==> src/rtl/xfer_pkg.sv <==
`default_nettype none

package xfer_pkg;

   ////////////////////
   // Sizes and timing
   ////////////////////

   localparam int NUM_REGS      = 4;   // Octal registers, also J-K flags
   localparam int SETTLE_CYCLES = 2;   // Bus settle wait states
   localparam int SETTLE_W      = $clog2(SETTLE_CYCLES + 1);

   typedef logic [7:0]          data_t;        // Register or bus byte
   typedef logic [1:0]          reg_idx_t;     // Register or flag index
   typedef logic [SETTLE_W-1:0] settle_cnt_t;  // Wait-state counter

   ////////////////////
   // Commands
   ////////////////////

   typedef enum logic [1:0] {
      OP_LOAD   = 2'b00,   // imm -> dst
      OP_MOVE   = 2'b01,   // src -> dst
      OP_INVERT = 2'b10,   // ~src -> dst, as on a 74x564
      OP_FLAG   = 2'b11    // J-K action on flag dst
   } xfer_op_e;

   // 14 bits, op in the top two
   // For OP_FLAG, imm[1] is J and imm[0] is K
   typedef struct packed {
      xfer_op_e op;
      reg_idx_t src;
      reg_idx_t dst;
      data_t    imm;
   } xfer_cmd_t;

   ////////////////////
   // Sequencer
   ////////////////////

   typedef enum logic [1:0] {
      ST_IDLE   = 2'b00,
      ST_DRIVE  = 2'b01,   // Source onto bus
      ST_SETTLE = 2'b10,   // Wait for bus to settle
      ST_LATCH  = 2'b11    // Clock destination
   } seq_state_e;

endpackage

`default_nettype wire

==> src/rtl/settle_timer.sv <==
`timescale 1ns/1ps
`default_nettype none

// Bus settle wait-state counter
module settle_timer import xfer_pkg::*; (
   input  wire  clk,
   input  wire  rst,
   input  logic start,     // Pulse, loads the count
   output logic expired,   // High in last wait state
   output logic running
);

   settle_cnt_t cnt;   // Remaining wait states, 0 when idle

   always_ff @(posedge clk) begin
      if (!rst) begin
         cnt     <= '0;
         running <= 1'b0;
      end else if (start) begin
         cnt     <= settle_cnt_t'(SETTLE_CYCLES);
         running <= 1'b1;
      end else if (running) begin
         cnt <= cnt - settle_cnt_t'(1);   // Ends at 0 after expiry
         if (expired) begin
            running <= 1'b0;
         end
      end
   end

   // Last wait state
   assign expired = (cnt == settle_cnt_t'(1));

   ////////////////////
   // Checks
   ////////////////////

   // Count and running flag stay in step
   a_expired_running: assert property (
      @(posedge clk) disable iff (!rst)
      expired |-> running
   );

endmodule

`default_nettype wire

==> src/rtl/xfer_sequencer.sv <==
`timescale 1ns/1ps
`default_nettype none

// One command at a time: drive, settle, latch
module xfer_sequencer import xfer_pkg::*; (
   input  wire        clk,
   input  wire        rst,
   input  logic       cmd_valid,      // One-cycle strobe
   input  xfer_cmd_t  cmd,
   input  logic       settle_done,
   output logic       settle_start,
   output logic       busy,
   output logic       done,
   output reg_idx_t   bus_sel,
   output logic       bus_inv,
   output logic       imm_sel,
   output data_t      imm,
   output logic       reg_we,
   output reg_idx_t   reg_wsel,
   output logic       flag_we,
   output reg_idx_t   flag_sel,
   output logic [1:0] flag_jk
);

   seq_state_e state;
   seq_state_e state_nxt;
   xfer_cmd_t  cmd_q;      // Command being run
   logic       accept;

   // Strobes while busy simply fall on the floor
   assign accept = cmd_valid && (state == ST_IDLE);

   ////////////////////
   // State machine
   ////////////////////

   always_comb begin
      state_nxt = state;
      unique case (state)
         ST_IDLE: begin
            if (accept) state_nxt = ST_DRIVE;
         end
         ST_DRIVE:  state_nxt = ST_SETTLE;   // Single cycle
         ST_SETTLE: begin
            if (settle_done) state_nxt = ST_LATCH;
         end
         ST_LATCH:  state_nxt = ST_IDLE;
         default:   state_nxt = ST_IDLE;
      endcase
   end

   always_ff @(posedge clk) begin
      if (!rst) begin
         state <= ST_IDLE;
      end else begin
         state <= state_nxt;
      end
   end

   // Holding register, loaded on acceptance only
   always_ff @(posedge clk) begin
      if (accept) begin
         cmd_q <= cmd;
      end
   end

   ////////////////////
   // Decode
   ////////////////////

   assign busy         = (state != ST_IDLE);
   assign settle_start = (state == ST_DRIVE);   // Kicks the timer
   assign done         = (state == ST_LATCH);

   // Bank side
   assign bus_sel  = cmd_q.src;
   assign bus_inv  = (cmd_q.op == OP_INVERT);
   assign imm_sel  = (cmd_q.op == OP_LOAD);
   assign imm      = cmd_q.imm;
   assign reg_wsel = cmd_q.dst;
   assign reg_we   = done && (cmd_q.op != OP_FLAG);

   // Flag side, dst picks the flag
   assign flag_sel = cmd_q.dst;
   assign flag_jk  = cmd_q.imm[1:0];   // {J, K}
   assign flag_we  = done && (cmd_q.op == OP_FLAG);

   ////////////////////
   // Checks
   ////////////////////

   // One destination per command
   a_we_onehot: assert property (
      @(posedge clk) disable iff (!rst)
      !(reg_we && flag_we)
   );

   a_state_legal: assert property (
      @(posedge clk) disable iff (!rst)
      !$isunknown(state) && (state inside {ST_IDLE, ST_DRIVE, ST_SETTLE, ST_LATCH})
   );

endmodule

`default_nettype wire

==> src/rtl/octal_reg_bank.sv <==
`timescale 1ns/1ps
`default_nettype none

// Four octal registers on one internal bus
module octal_reg_bank import xfer_pkg::*; (
   input  wire      clk,
   input  wire      rst,
   input  reg_idx_t bus_sel,   // Register driving the bus
   input  logic     bus_inv,   // 74x564 style inversion
   input  logic     imm_sel,   // Immediate drives the bus
   input  data_t    imm,
   input  logic     we,
   input  reg_idx_t wsel,
   input  reg_idx_t rd_sel,
   output data_t    rd_data
);

   data_t regs [NUM_REGS];   // The 74x574 bank
   data_t bus_src;           // Selected driver
   data_t bus;               // Value seen by all D inputs

   ////////////////////
   // Bus multiplexer
   ////////////////////

   // Stands in for the shared tri-state bus
   assign bus_src = imm_sel ? imm : regs[bus_sel];
   assign bus     = bus_inv ? ~bus_src : bus_src;

   ////////////////////
   // Registers
   ////////////////////

   // Cleared on reset like a 74x273
   always_ff @(posedge clk) begin
      if (!rst) begin
         for (int i = 0; i < NUM_REGS; i++) begin
            regs[i] <= '0;
         end
      end else if (we) begin
         regs[wsel] <= bus;   // Only the clocked chip changes
      end
   end

   // Read-back, no delay
   assign rd_data = regs[rd_sel];

endmodule

`default_nettype wire

==> src/rtl/jk_flag_reg.sv <==
`timescale 1ns/1ps
`default_nettype none

// Four J-K status flags, 74x112 truth table
module jk_flag_reg import xfer_pkg::*; (
   input  wire                 clk,
   input  wire                 rst,
   input  logic                we,      // Clock enable for selected flag
   input  reg_idx_t            sel,
   input  logic [1:0]          jk,      // {J, K}
   output logic [NUM_REGS-1:0] flags
);

   logic flag_nxt;   // Next value of selected flag

   // J-K table
   function automatic logic jk_next(input logic [1:0] jk_in, input logic q);
      logic q_n;
      unique case (jk_in)
         2'b00:   q_n = q;      // Hold
         2'b01:   q_n = 1'b0;   // Clear
         2'b10:   q_n = 1'b1;   // Set
         default: q_n = ~q;     // Toggle
      endcase
      return q_n;
   endfunction

   assign flag_nxt = jk_next(jk, flags[sel]);

   always_ff @(posedge clk) begin
      if (!rst) begin
         flags <= '0;
      end else if (we) begin
         flags[sel] <= flag_nxt;   // Others keep their value
      end
   end

endmodule

`default_nettype wire

==> src/rtl/bus_xfer_unit.sv <==
`timescale 1ns/1ps
`default_nettype none

// Register-transfer block, top level
module bus_xfer_unit import xfer_pkg::*; (
   input  wire                 clk,
   input  wire                 rst,
   input  logic                cmd_valid,
   input  xfer_cmd_t           cmd,
   input  reg_idx_t            rd_sel,
   output logic                busy,
   output logic                done,
   output data_t               rd_data,
   output logic [NUM_REGS-1:0] flags
);

   ////////////////////
   // Internal wiring
   ////////////////////

   logic       settle_start;
   logic       settle_done;
   logic       settle_running;   // Not needed by the sequencer

   reg_idx_t   bus_sel;
   logic       bus_inv;
   logic       imm_sel;
   data_t      imm;
   logic       reg_we;
   reg_idx_t   reg_wsel;

   logic       flag_we;
   reg_idx_t   flag_sel;
   logic [1:0] flag_jk;

   xfer_sequencer u_seq (
      .clk          (clk),
      .rst          (rst),
      .cmd_valid    (cmd_valid),
      .cmd          (cmd),
      .settle_done  (settle_done),
      .settle_start (settle_start),
      .busy         (busy),
      .done         (done),
      .bus_sel      (bus_sel),
      .bus_inv      (bus_inv),
      .imm_sel      (imm_sel),
      .imm          (imm),
      .reg_we       (reg_we),
      .reg_wsel     (reg_wsel),
      .flag_we      (flag_we),
      .flag_sel     (flag_sel),
      .flag_jk      (flag_jk)
   );

   settle_timer u_timer (
      .clk     (clk),
      .rst     (rst),
      .start   (settle_start),
      .expired (settle_done),
      .running (settle_running)
   );

   octal_reg_bank u_bank (
      .clk     (clk),
      .rst     (rst),
      .bus_sel (bus_sel),
      .bus_inv (bus_inv),
      .imm_sel (imm_sel),
      .imm     (imm),
      .we      (reg_we),
      .wsel    (reg_wsel),
      .rd_sel  (rd_sel),
      .rd_data (rd_data)
   );

   jk_flag_reg u_flags (
      .clk   (clk),
      .rst   (rst),
      .we    (flag_we),
      .sel   (flag_sel),
      .jk    (flag_jk),
      .flags (flags)
   );

   // Timer only runs inside a command
   a_timer_busy: assert property (
      @(posedge clk) disable iff (!rst)
      settle_running |-> busy
   );

endmodule

`default_nettype wire

==> config.mk <==
export PLATFORM = sky130hd
export DESIGN_NAME = bus_xfer_unit
export DESIGN_NICKNAME = d
export VERILOG_FILES = /design/src/rtl/xfer_pkg.sv /design/src/rtl/settle_timer.sv /design/src/rtl/xfer_sequencer.sv /design/src/rtl/octal_reg_bank.sv /design/src/rtl/jk_flag_reg.sv /design/src/rtl/bus_xfer_unit.sv
export SDC_FILE = /design/constraint.sdc
export NUM_CORES = 1
export LEC_CHECK = 0
export BUFFER_PORTS_ARGS = -buffer_cell sky130_fd_sc_hd__buf_4
export CELL_PAD_IN_SITES_DETAIL_PLACEMENT = 0
export CELL_PAD_IN_SITES_GLOBAL_PLACEMENT = 1
export CORE_AREA = 2 2 86 88
export CTS_CLUSTER_DIAMETER = 100
export CTS_CLUSTER_SIZE = 30
export DETAILED_ROUTE_END_ITERATION = 16
export DIE_AREA = 0 0 88 90
export PLACE_DENSITY_LB_ADDON = 0.15
export SYNTH_ARGS = -nofsm -noshare
export SYNTH_HDL_FRONTEND = slang
export SYNTH_HIERARCHICAL = 1
export SYNTH_SLANG_ARGS = --single-unit
==> constraint.sdc <==
create_clock -name clk -period 2.1 [get_ports clk]
set_clock_uncertainty 0.15 [all_clocks]
set_input_delay 0.315 -clock clk [delete_from_list [all_inputs] [get_ports clk]]
set_output_delay 0.315 -clock clk [all_outputs]
set_load 0.01 [all_outputs]
Word level (Yosys, flattened, before mapping)

Memory sizes are Yosys's and may differ from the RTL's. A register that Yosys moved wholly into a read port is not among the register bits.
Cells that the tools add are included.

Flip-flop bits (word level): 23
Memory bits (writable): 32
Bits of input ports: 19
Output and inout port bits: 14
Word-level logic and storage cells: 63
Memories kept: 1

Memories:

| name        | depth | bits a word | rd ports | clocked after memory_dff | write ports | line                 | text |
|---|---|---|---|---|---|---|---|
| u_bank.regs | 4     | 8           | 2        | 1                        | 4           | octal_reg_bank.sv:18 | `data_t regs [NUM_REGS];` |

$add $sub $neg: 1
Order comparisons: 2
Equality and inequality tests: 11
Muxes and demuxes: 24
Bitwise operators: 3
Reductions and logical operators: 12

Operator list:

| cell                                                               | count |
|---|---|
| 2-to-1 mux 8 bit                                                   | 3 |
| 2-to-1 mux 2 bit                                                   | 6 |
| == test 2 bit (second input constant)                              | 5 |
| 2-to-1 mux 1 bit                                                   | 10 |
| NOT 8 bit                                                          | 1 |
| case mux 2 bit (4 select lines)                                    | 1 |
| OR reduction 8 bit                                                 | 1 |
| == test 2 x 1 -> 1 bit (second input constant)                     | 3 |
| zero test 2 bit                                                    | 3 |
| bitwise mux 4 bit                                                  | 1 |
| logical AND 1 bit                                                  | 4 |
| inequality test 2 bit (second input constant)                      | 2 |
| nonzero test 2 bit                                                 | 2 |
| less-than comparator 2 x 3 -> 1 bit (second input constant)        | 1 |
| case mux 1 bit (3 select lines)                                    | 1 |
| binary-select mux 1 bit (select 2 bit)                             | 1 |
| demux 1 bit (select 2 bit)                                         | 1 |
| greater-or-equal comparator 2 x 1 -> 1 bit (second input constant) | 1 |
| inequality test 2 x 1 -> 1 bit (second input constant)             | 1 |
| NOT 1 bit                                                          | 2 |
| AND reduction 2 bit                                                | 1 |
| OR reduction 2 bit                                                 | 1 |
| subtractor 2 x 1 -> 2 bit (second input constant)                  | 1 |

Depth between registers and ports, before layout

Depth after elaboration: 7
Gate-level depth with buffers: 7
Depth with buffers taken out: 6

Modules after synthesis

Netlist, hierarchy kept.

By module, submodules not included:

| module         | instances | cells each | area an instance (µm²) | seq. area each (µm²) |
|---|---|---|---|---|
| octal_reg_bank | 1         | 136        | 1830.5                 | 960.9 |
| xfer_sequencer | 1         | 50         | 720.7                  | 460.4 |
| jk_flag_reg    | 1         | 23         | 215.2                  | 80.1 |
| settle_timer   | 1         | 11         | 125.1                  | 60.1 |

Worst setup path before layout

No wires, ideal clock.

Kind: reg2reg
From: register u_seq.state[0]
To: memory u_bank/regs[0][0] in the netlist's numbering (enable)
Library setup time: 0.329 ns
Data arrival time: 1.798 ns
Required time: 1.621 ns
Path slack: -0.177 ns
Stages on the path, launching flop included: 7
Buffers on the path: 1
Clock period less this slack: 2.277 ns
Path through: dfxtp_1 ha_1 a21boi_0 nand2_2 or3_1 clkbuf_1 nand2_1

RTL lines:

| element                | line                 | text |
|---|---|---|
| start, declared        | xfer_sequencer.sv:25 | `seq_state_e state;` |
| start signal, assigned | xfer_sequencer.sv:56 | `state <= state_nxt;` |
| end, declared          | octal_reg_bank.sv:18 |  |

==> flow_metrics.env <==
export IMPL_grt_pass1_vias=1775
export IMPL_die_width_um=88
export IMPL_clkSinkCount=55
export IMPL_fillers=647
export IMPL_grt_max_degree=21
export IMPL_multi_input_area_um2=1150
export IMPL_cp_cell_sequence="buf_12 -> mux4_2 -> xor2_1 -> o21ai_2 -> nor2_1"
export IMPL_wl_per_cell_um=16.4
export IMPL_hold_viol_final=0
export IMPL_nets=273
export IMPL_dp_hpwl_um=3870
export IMPL_synth_seq_cells=55
export IMPL_reg2reg_from="u_seq/bus_sel[0]$_DFFE_PP_"
export IMPL_layout_drive_gt1_share=0.332
export IMPL_clk_latency_ns=0.31
export IMPL_cts_buffers=5
export IMPL_relSlewSlack=0.683
export IMPL_clock_path_buffers=2
export IMPL_h_tree_depth=2
export IMPL_clockRootBuffer="clkbuf_8"
export IMPL_cellLeakagePower_nw=1.26
export IMPL_hold_path_class="in -> reg"
export IMPL_cp_slowest_stage_delay_ns=0.50
export IMPL_postCtsSetupBuffers=0
export IMPL_r2r_end="u_bank/regs[1][5]$_SDFFCE_PN0P_"
export IMPL_gp_congestion=0.735
export IMPL_synth_top_area_frac=0.478
export IMPL_grt_pass1_wl_um=9170
export IMPL_fp_row_count=31
export IMPL_path_clk_slew_ns=0.10
export IMPL_start_kind="register"
export IMPL_netlist_instances=220
export IMPL_tightest_slew_ns=0.475
export IMPL_viasPerCell=4.91
export IMPL_finalCriticalPeriod_ns=1.95
export IMPL_cp_max_fo=6
export IMPL_die_area_um2=7920
export IMPL_fmax_mhz=513
export IMPL_crit_path_top_delay_cell="mux4_2"
export IMPL_synth_top_cell_by_area="edfxtp_1"
export IMPL_ys_seq_area_frac=0.540
export IMPL_syn_cell_area_um2=2890
export IMPL_synth_area_leaders="edfxtp_1, mux4_2, dfxtp_1"
export IMPL_r2r_slack_ns=0.15
export IMPL_yosysWarningCount=6
export IMPL_fin_tns_setup_ns=0
export IMPL_avgSynthCellArea_um2=13.1
export IMPL_dr_pass1_iters=4
export IMPL_seqCellArea_um2=1560
export IMPL_drv_cap=0
export IMPL_syn2layout_area_growth_pct=15.1
export IMPL_finalSetupViolCount=0
export IMPL_die_h_um=90
export IMPL_via_count=1713
export IMPL_startpoint="u_seq/bus_sel[0]$_DFFE_PP_"
export IMPL_floorplan_initialDensity=0.412
export IMPL_grt_ovfl_total=0
export IMPL_antenna_found_initial=0
export IMPL_path_class="reg -> reg"
export IMPL_required_ns=2.02
export IMPL_syn_nets=244
export IMPL_status="complete, no violations"
export IMPL_drc=0
export IMPL_hold_start="cmd[2]"
export IMPL_cts_resized=0
export IMPL_dpl_worst_slack_ns=0.146
export IMPL_final_util=0.474
export IMPL_tritoncts="built"
export IMPL_synth_cell_types=41
export IMPL_io_pins=33
export IMPL_diodes=0
export IMPL_ant_nets=0
export IMPL_drt_iter0_drc=129
export IMPL_rsz0062_at_grt="no"
export IMPL_arrival_ns=1.87
export IMPL_worst_slack_ns=0.150
export IMPL_crit_end="u_bank/regs[1][5]$_SDFFCE_PN0P_"
export IMPL_core_area_um2=7020
export IMPL_io_buffers=32
export IMPL_critPathCaptureType="register"
export IMPL_peakVddDrop_mv=0.551
export IMPL_grt_use_total=0.156
export IMPL_routed_wirelength_um=5710
export IMPL_p_per_area_nw_per_um2=923
export IMPL_finalCritPeriodShare=0.929
export IMPL_hold_buffers=0
export IMPL_slew_viol_final=0
export IMPL_ff2ff_path_depth=5
==> worst min path at each step <==
stage	endpoint	slack, ns	cells after the start
after CTS	u_seq/imm[2]$_DFFE_PP_	0.02	1
after global routing	u_seq/imm[1]$_DFFE_PP_	0.01	1
final	u_seq/imm[2]$_DFFE_PP_	0.02	1
after floorplan	u_seq/bus_sel[0]$_DFFE_PP_	0.26	0
after global placement	u_flags/flags[0]$_SDFFE_PN0P_	0.33	2
after detailed placement	u_flags/flags[0]$_SDFFE_PN0P_	0.33	2
==> report_power, final <==
part / internal (mW) / leakage (nW) / switching [mW] / total (mW)
Combinational: 0.472 / 0.668 / 0.502 / 0.975
Sequential: 1.35 / 0.537 / 0.112 / 1.46
Clock: 0.309 / 0.0506 / 0.330 / 0.639
==> metal layers <==
metal  up-vias  GRT usage  share of wire
met3         6     0.0275          0.044
met4         0     0.0526          0.012
met2        41      0.257           0.51
met5         -          0              0
li1        842          -              -
met1       824      0.207           0.43
==> cells by family (layout without fill, tap and decap cells) <==
kind of cell    after synthesis  after routing  synth area share
xor+xnor                     18             18            0.0545
compound gates               17             17            0.0519
mux                          21             21             0.132
buf+inv                      29             59            0.0640
simple gates                 75             75             0.136
fa+ha+maj                     5              5            0.0216
flops                        55             55             0.540
==> worst max-delay path, delay by kind of cell (launching register included) <==
kind                   cells  cell delay, ns
flip-flops                 1            0.46
multiplexers               1            0.50
AND/OR/NAND/NOR            1            0.07
XOR/XNOR                   1            0.17
buffers and inverters      1            0.16
AO/OA/AOI/OAI              1            0.20
==> cells in the mapped netlist <==
library cell  count
o32ai_1           2
nor2_1           26
mux2_1            1
nand3_1           1
inv_1             4
buf_1             1
buf_6             1
clkbuf_2          1
and4_1            1
a21boi_0          1
and2_2            1
and4b_2           2
o21a_1            2
ha_1              5
mux2_2            2
nor2b_1           2
or2_2             1
mux4_2           12
a2bb2oi_2         1
buf_4            17
nor3b_1           9
nand4b_1          3
xor2_1            6
nand2_2           1
or3_1             1
mux4_1            1
o22ai_1           4
and4bb_2          1
and3_1            1
xnor2_1          12
inv_2             1
o221a_1           1
nand2b_1          6
clkbuf_1          1
o21ai_2           5
o221ai_2          1
buf_2             3
mux2i_1           5
edfxtp_1         46
dfxtp_1           9
nand2_1          19
==> layout by cell type, fill, tap and decap left out, types with 2 or more instances in the layout <==
cell      count
and4b_2       2
buf_12        2
buf_4        44
clkbuf_1      2
clkbuf_8      5
dfxtp_1       9
edfxtp_1     46
ha_1          5
inv_1         4
mux2_2        2
mux2i_1       5
mux4_2       12
nand2_1      18
nand2_2       2
nand2b_1      6
nand4b_1      3
nor2_1       26
nor3b_1       9
o21a_1        2
o21ai_2       5
o22ai_1       4
o32ai_1       2
xnor2_1      12
xor2_1        6
==> area by class of cell <==
cell class,instances,area share
sequential,55,0.469
inverter,5,0.00564
multi-input combinational,136,0.346
tap,99,0.0372
clock buffer,8,0.0304
timing repair buffer,46,0.111
==> per-stage QoR <==
step / power (mW) / hold slack (ns) / instance area [µm²] / instances
finish: 3.07 / 0.0248 / 3330 / 349
detailed placement: 2.47 / 0.326 / 3230 / 341
global placement: 2.47 / 0.327 / 3230 / 341
floorplan: 2.23 / 0.264 / 2900 / 220
CTS: 3.11 / 0.0172 / 3330 / 349
global route: 3.28 / 0.0130 / 3330 / 349
==> state kept, by name, summed over array words and instances, names as in the netlist <==
signal and cells:
u_seq/state 2, u_bank/regs 32, u_flags/flags 4, u_timer/cnt 2, u_seq/flag_sel 2, u_timer/running 1
u_seq/bus_sel 2, u_seq/cmd_q 2, u_seq/imm 8
No activity file was read; power rests on OpenSTA's default activity.
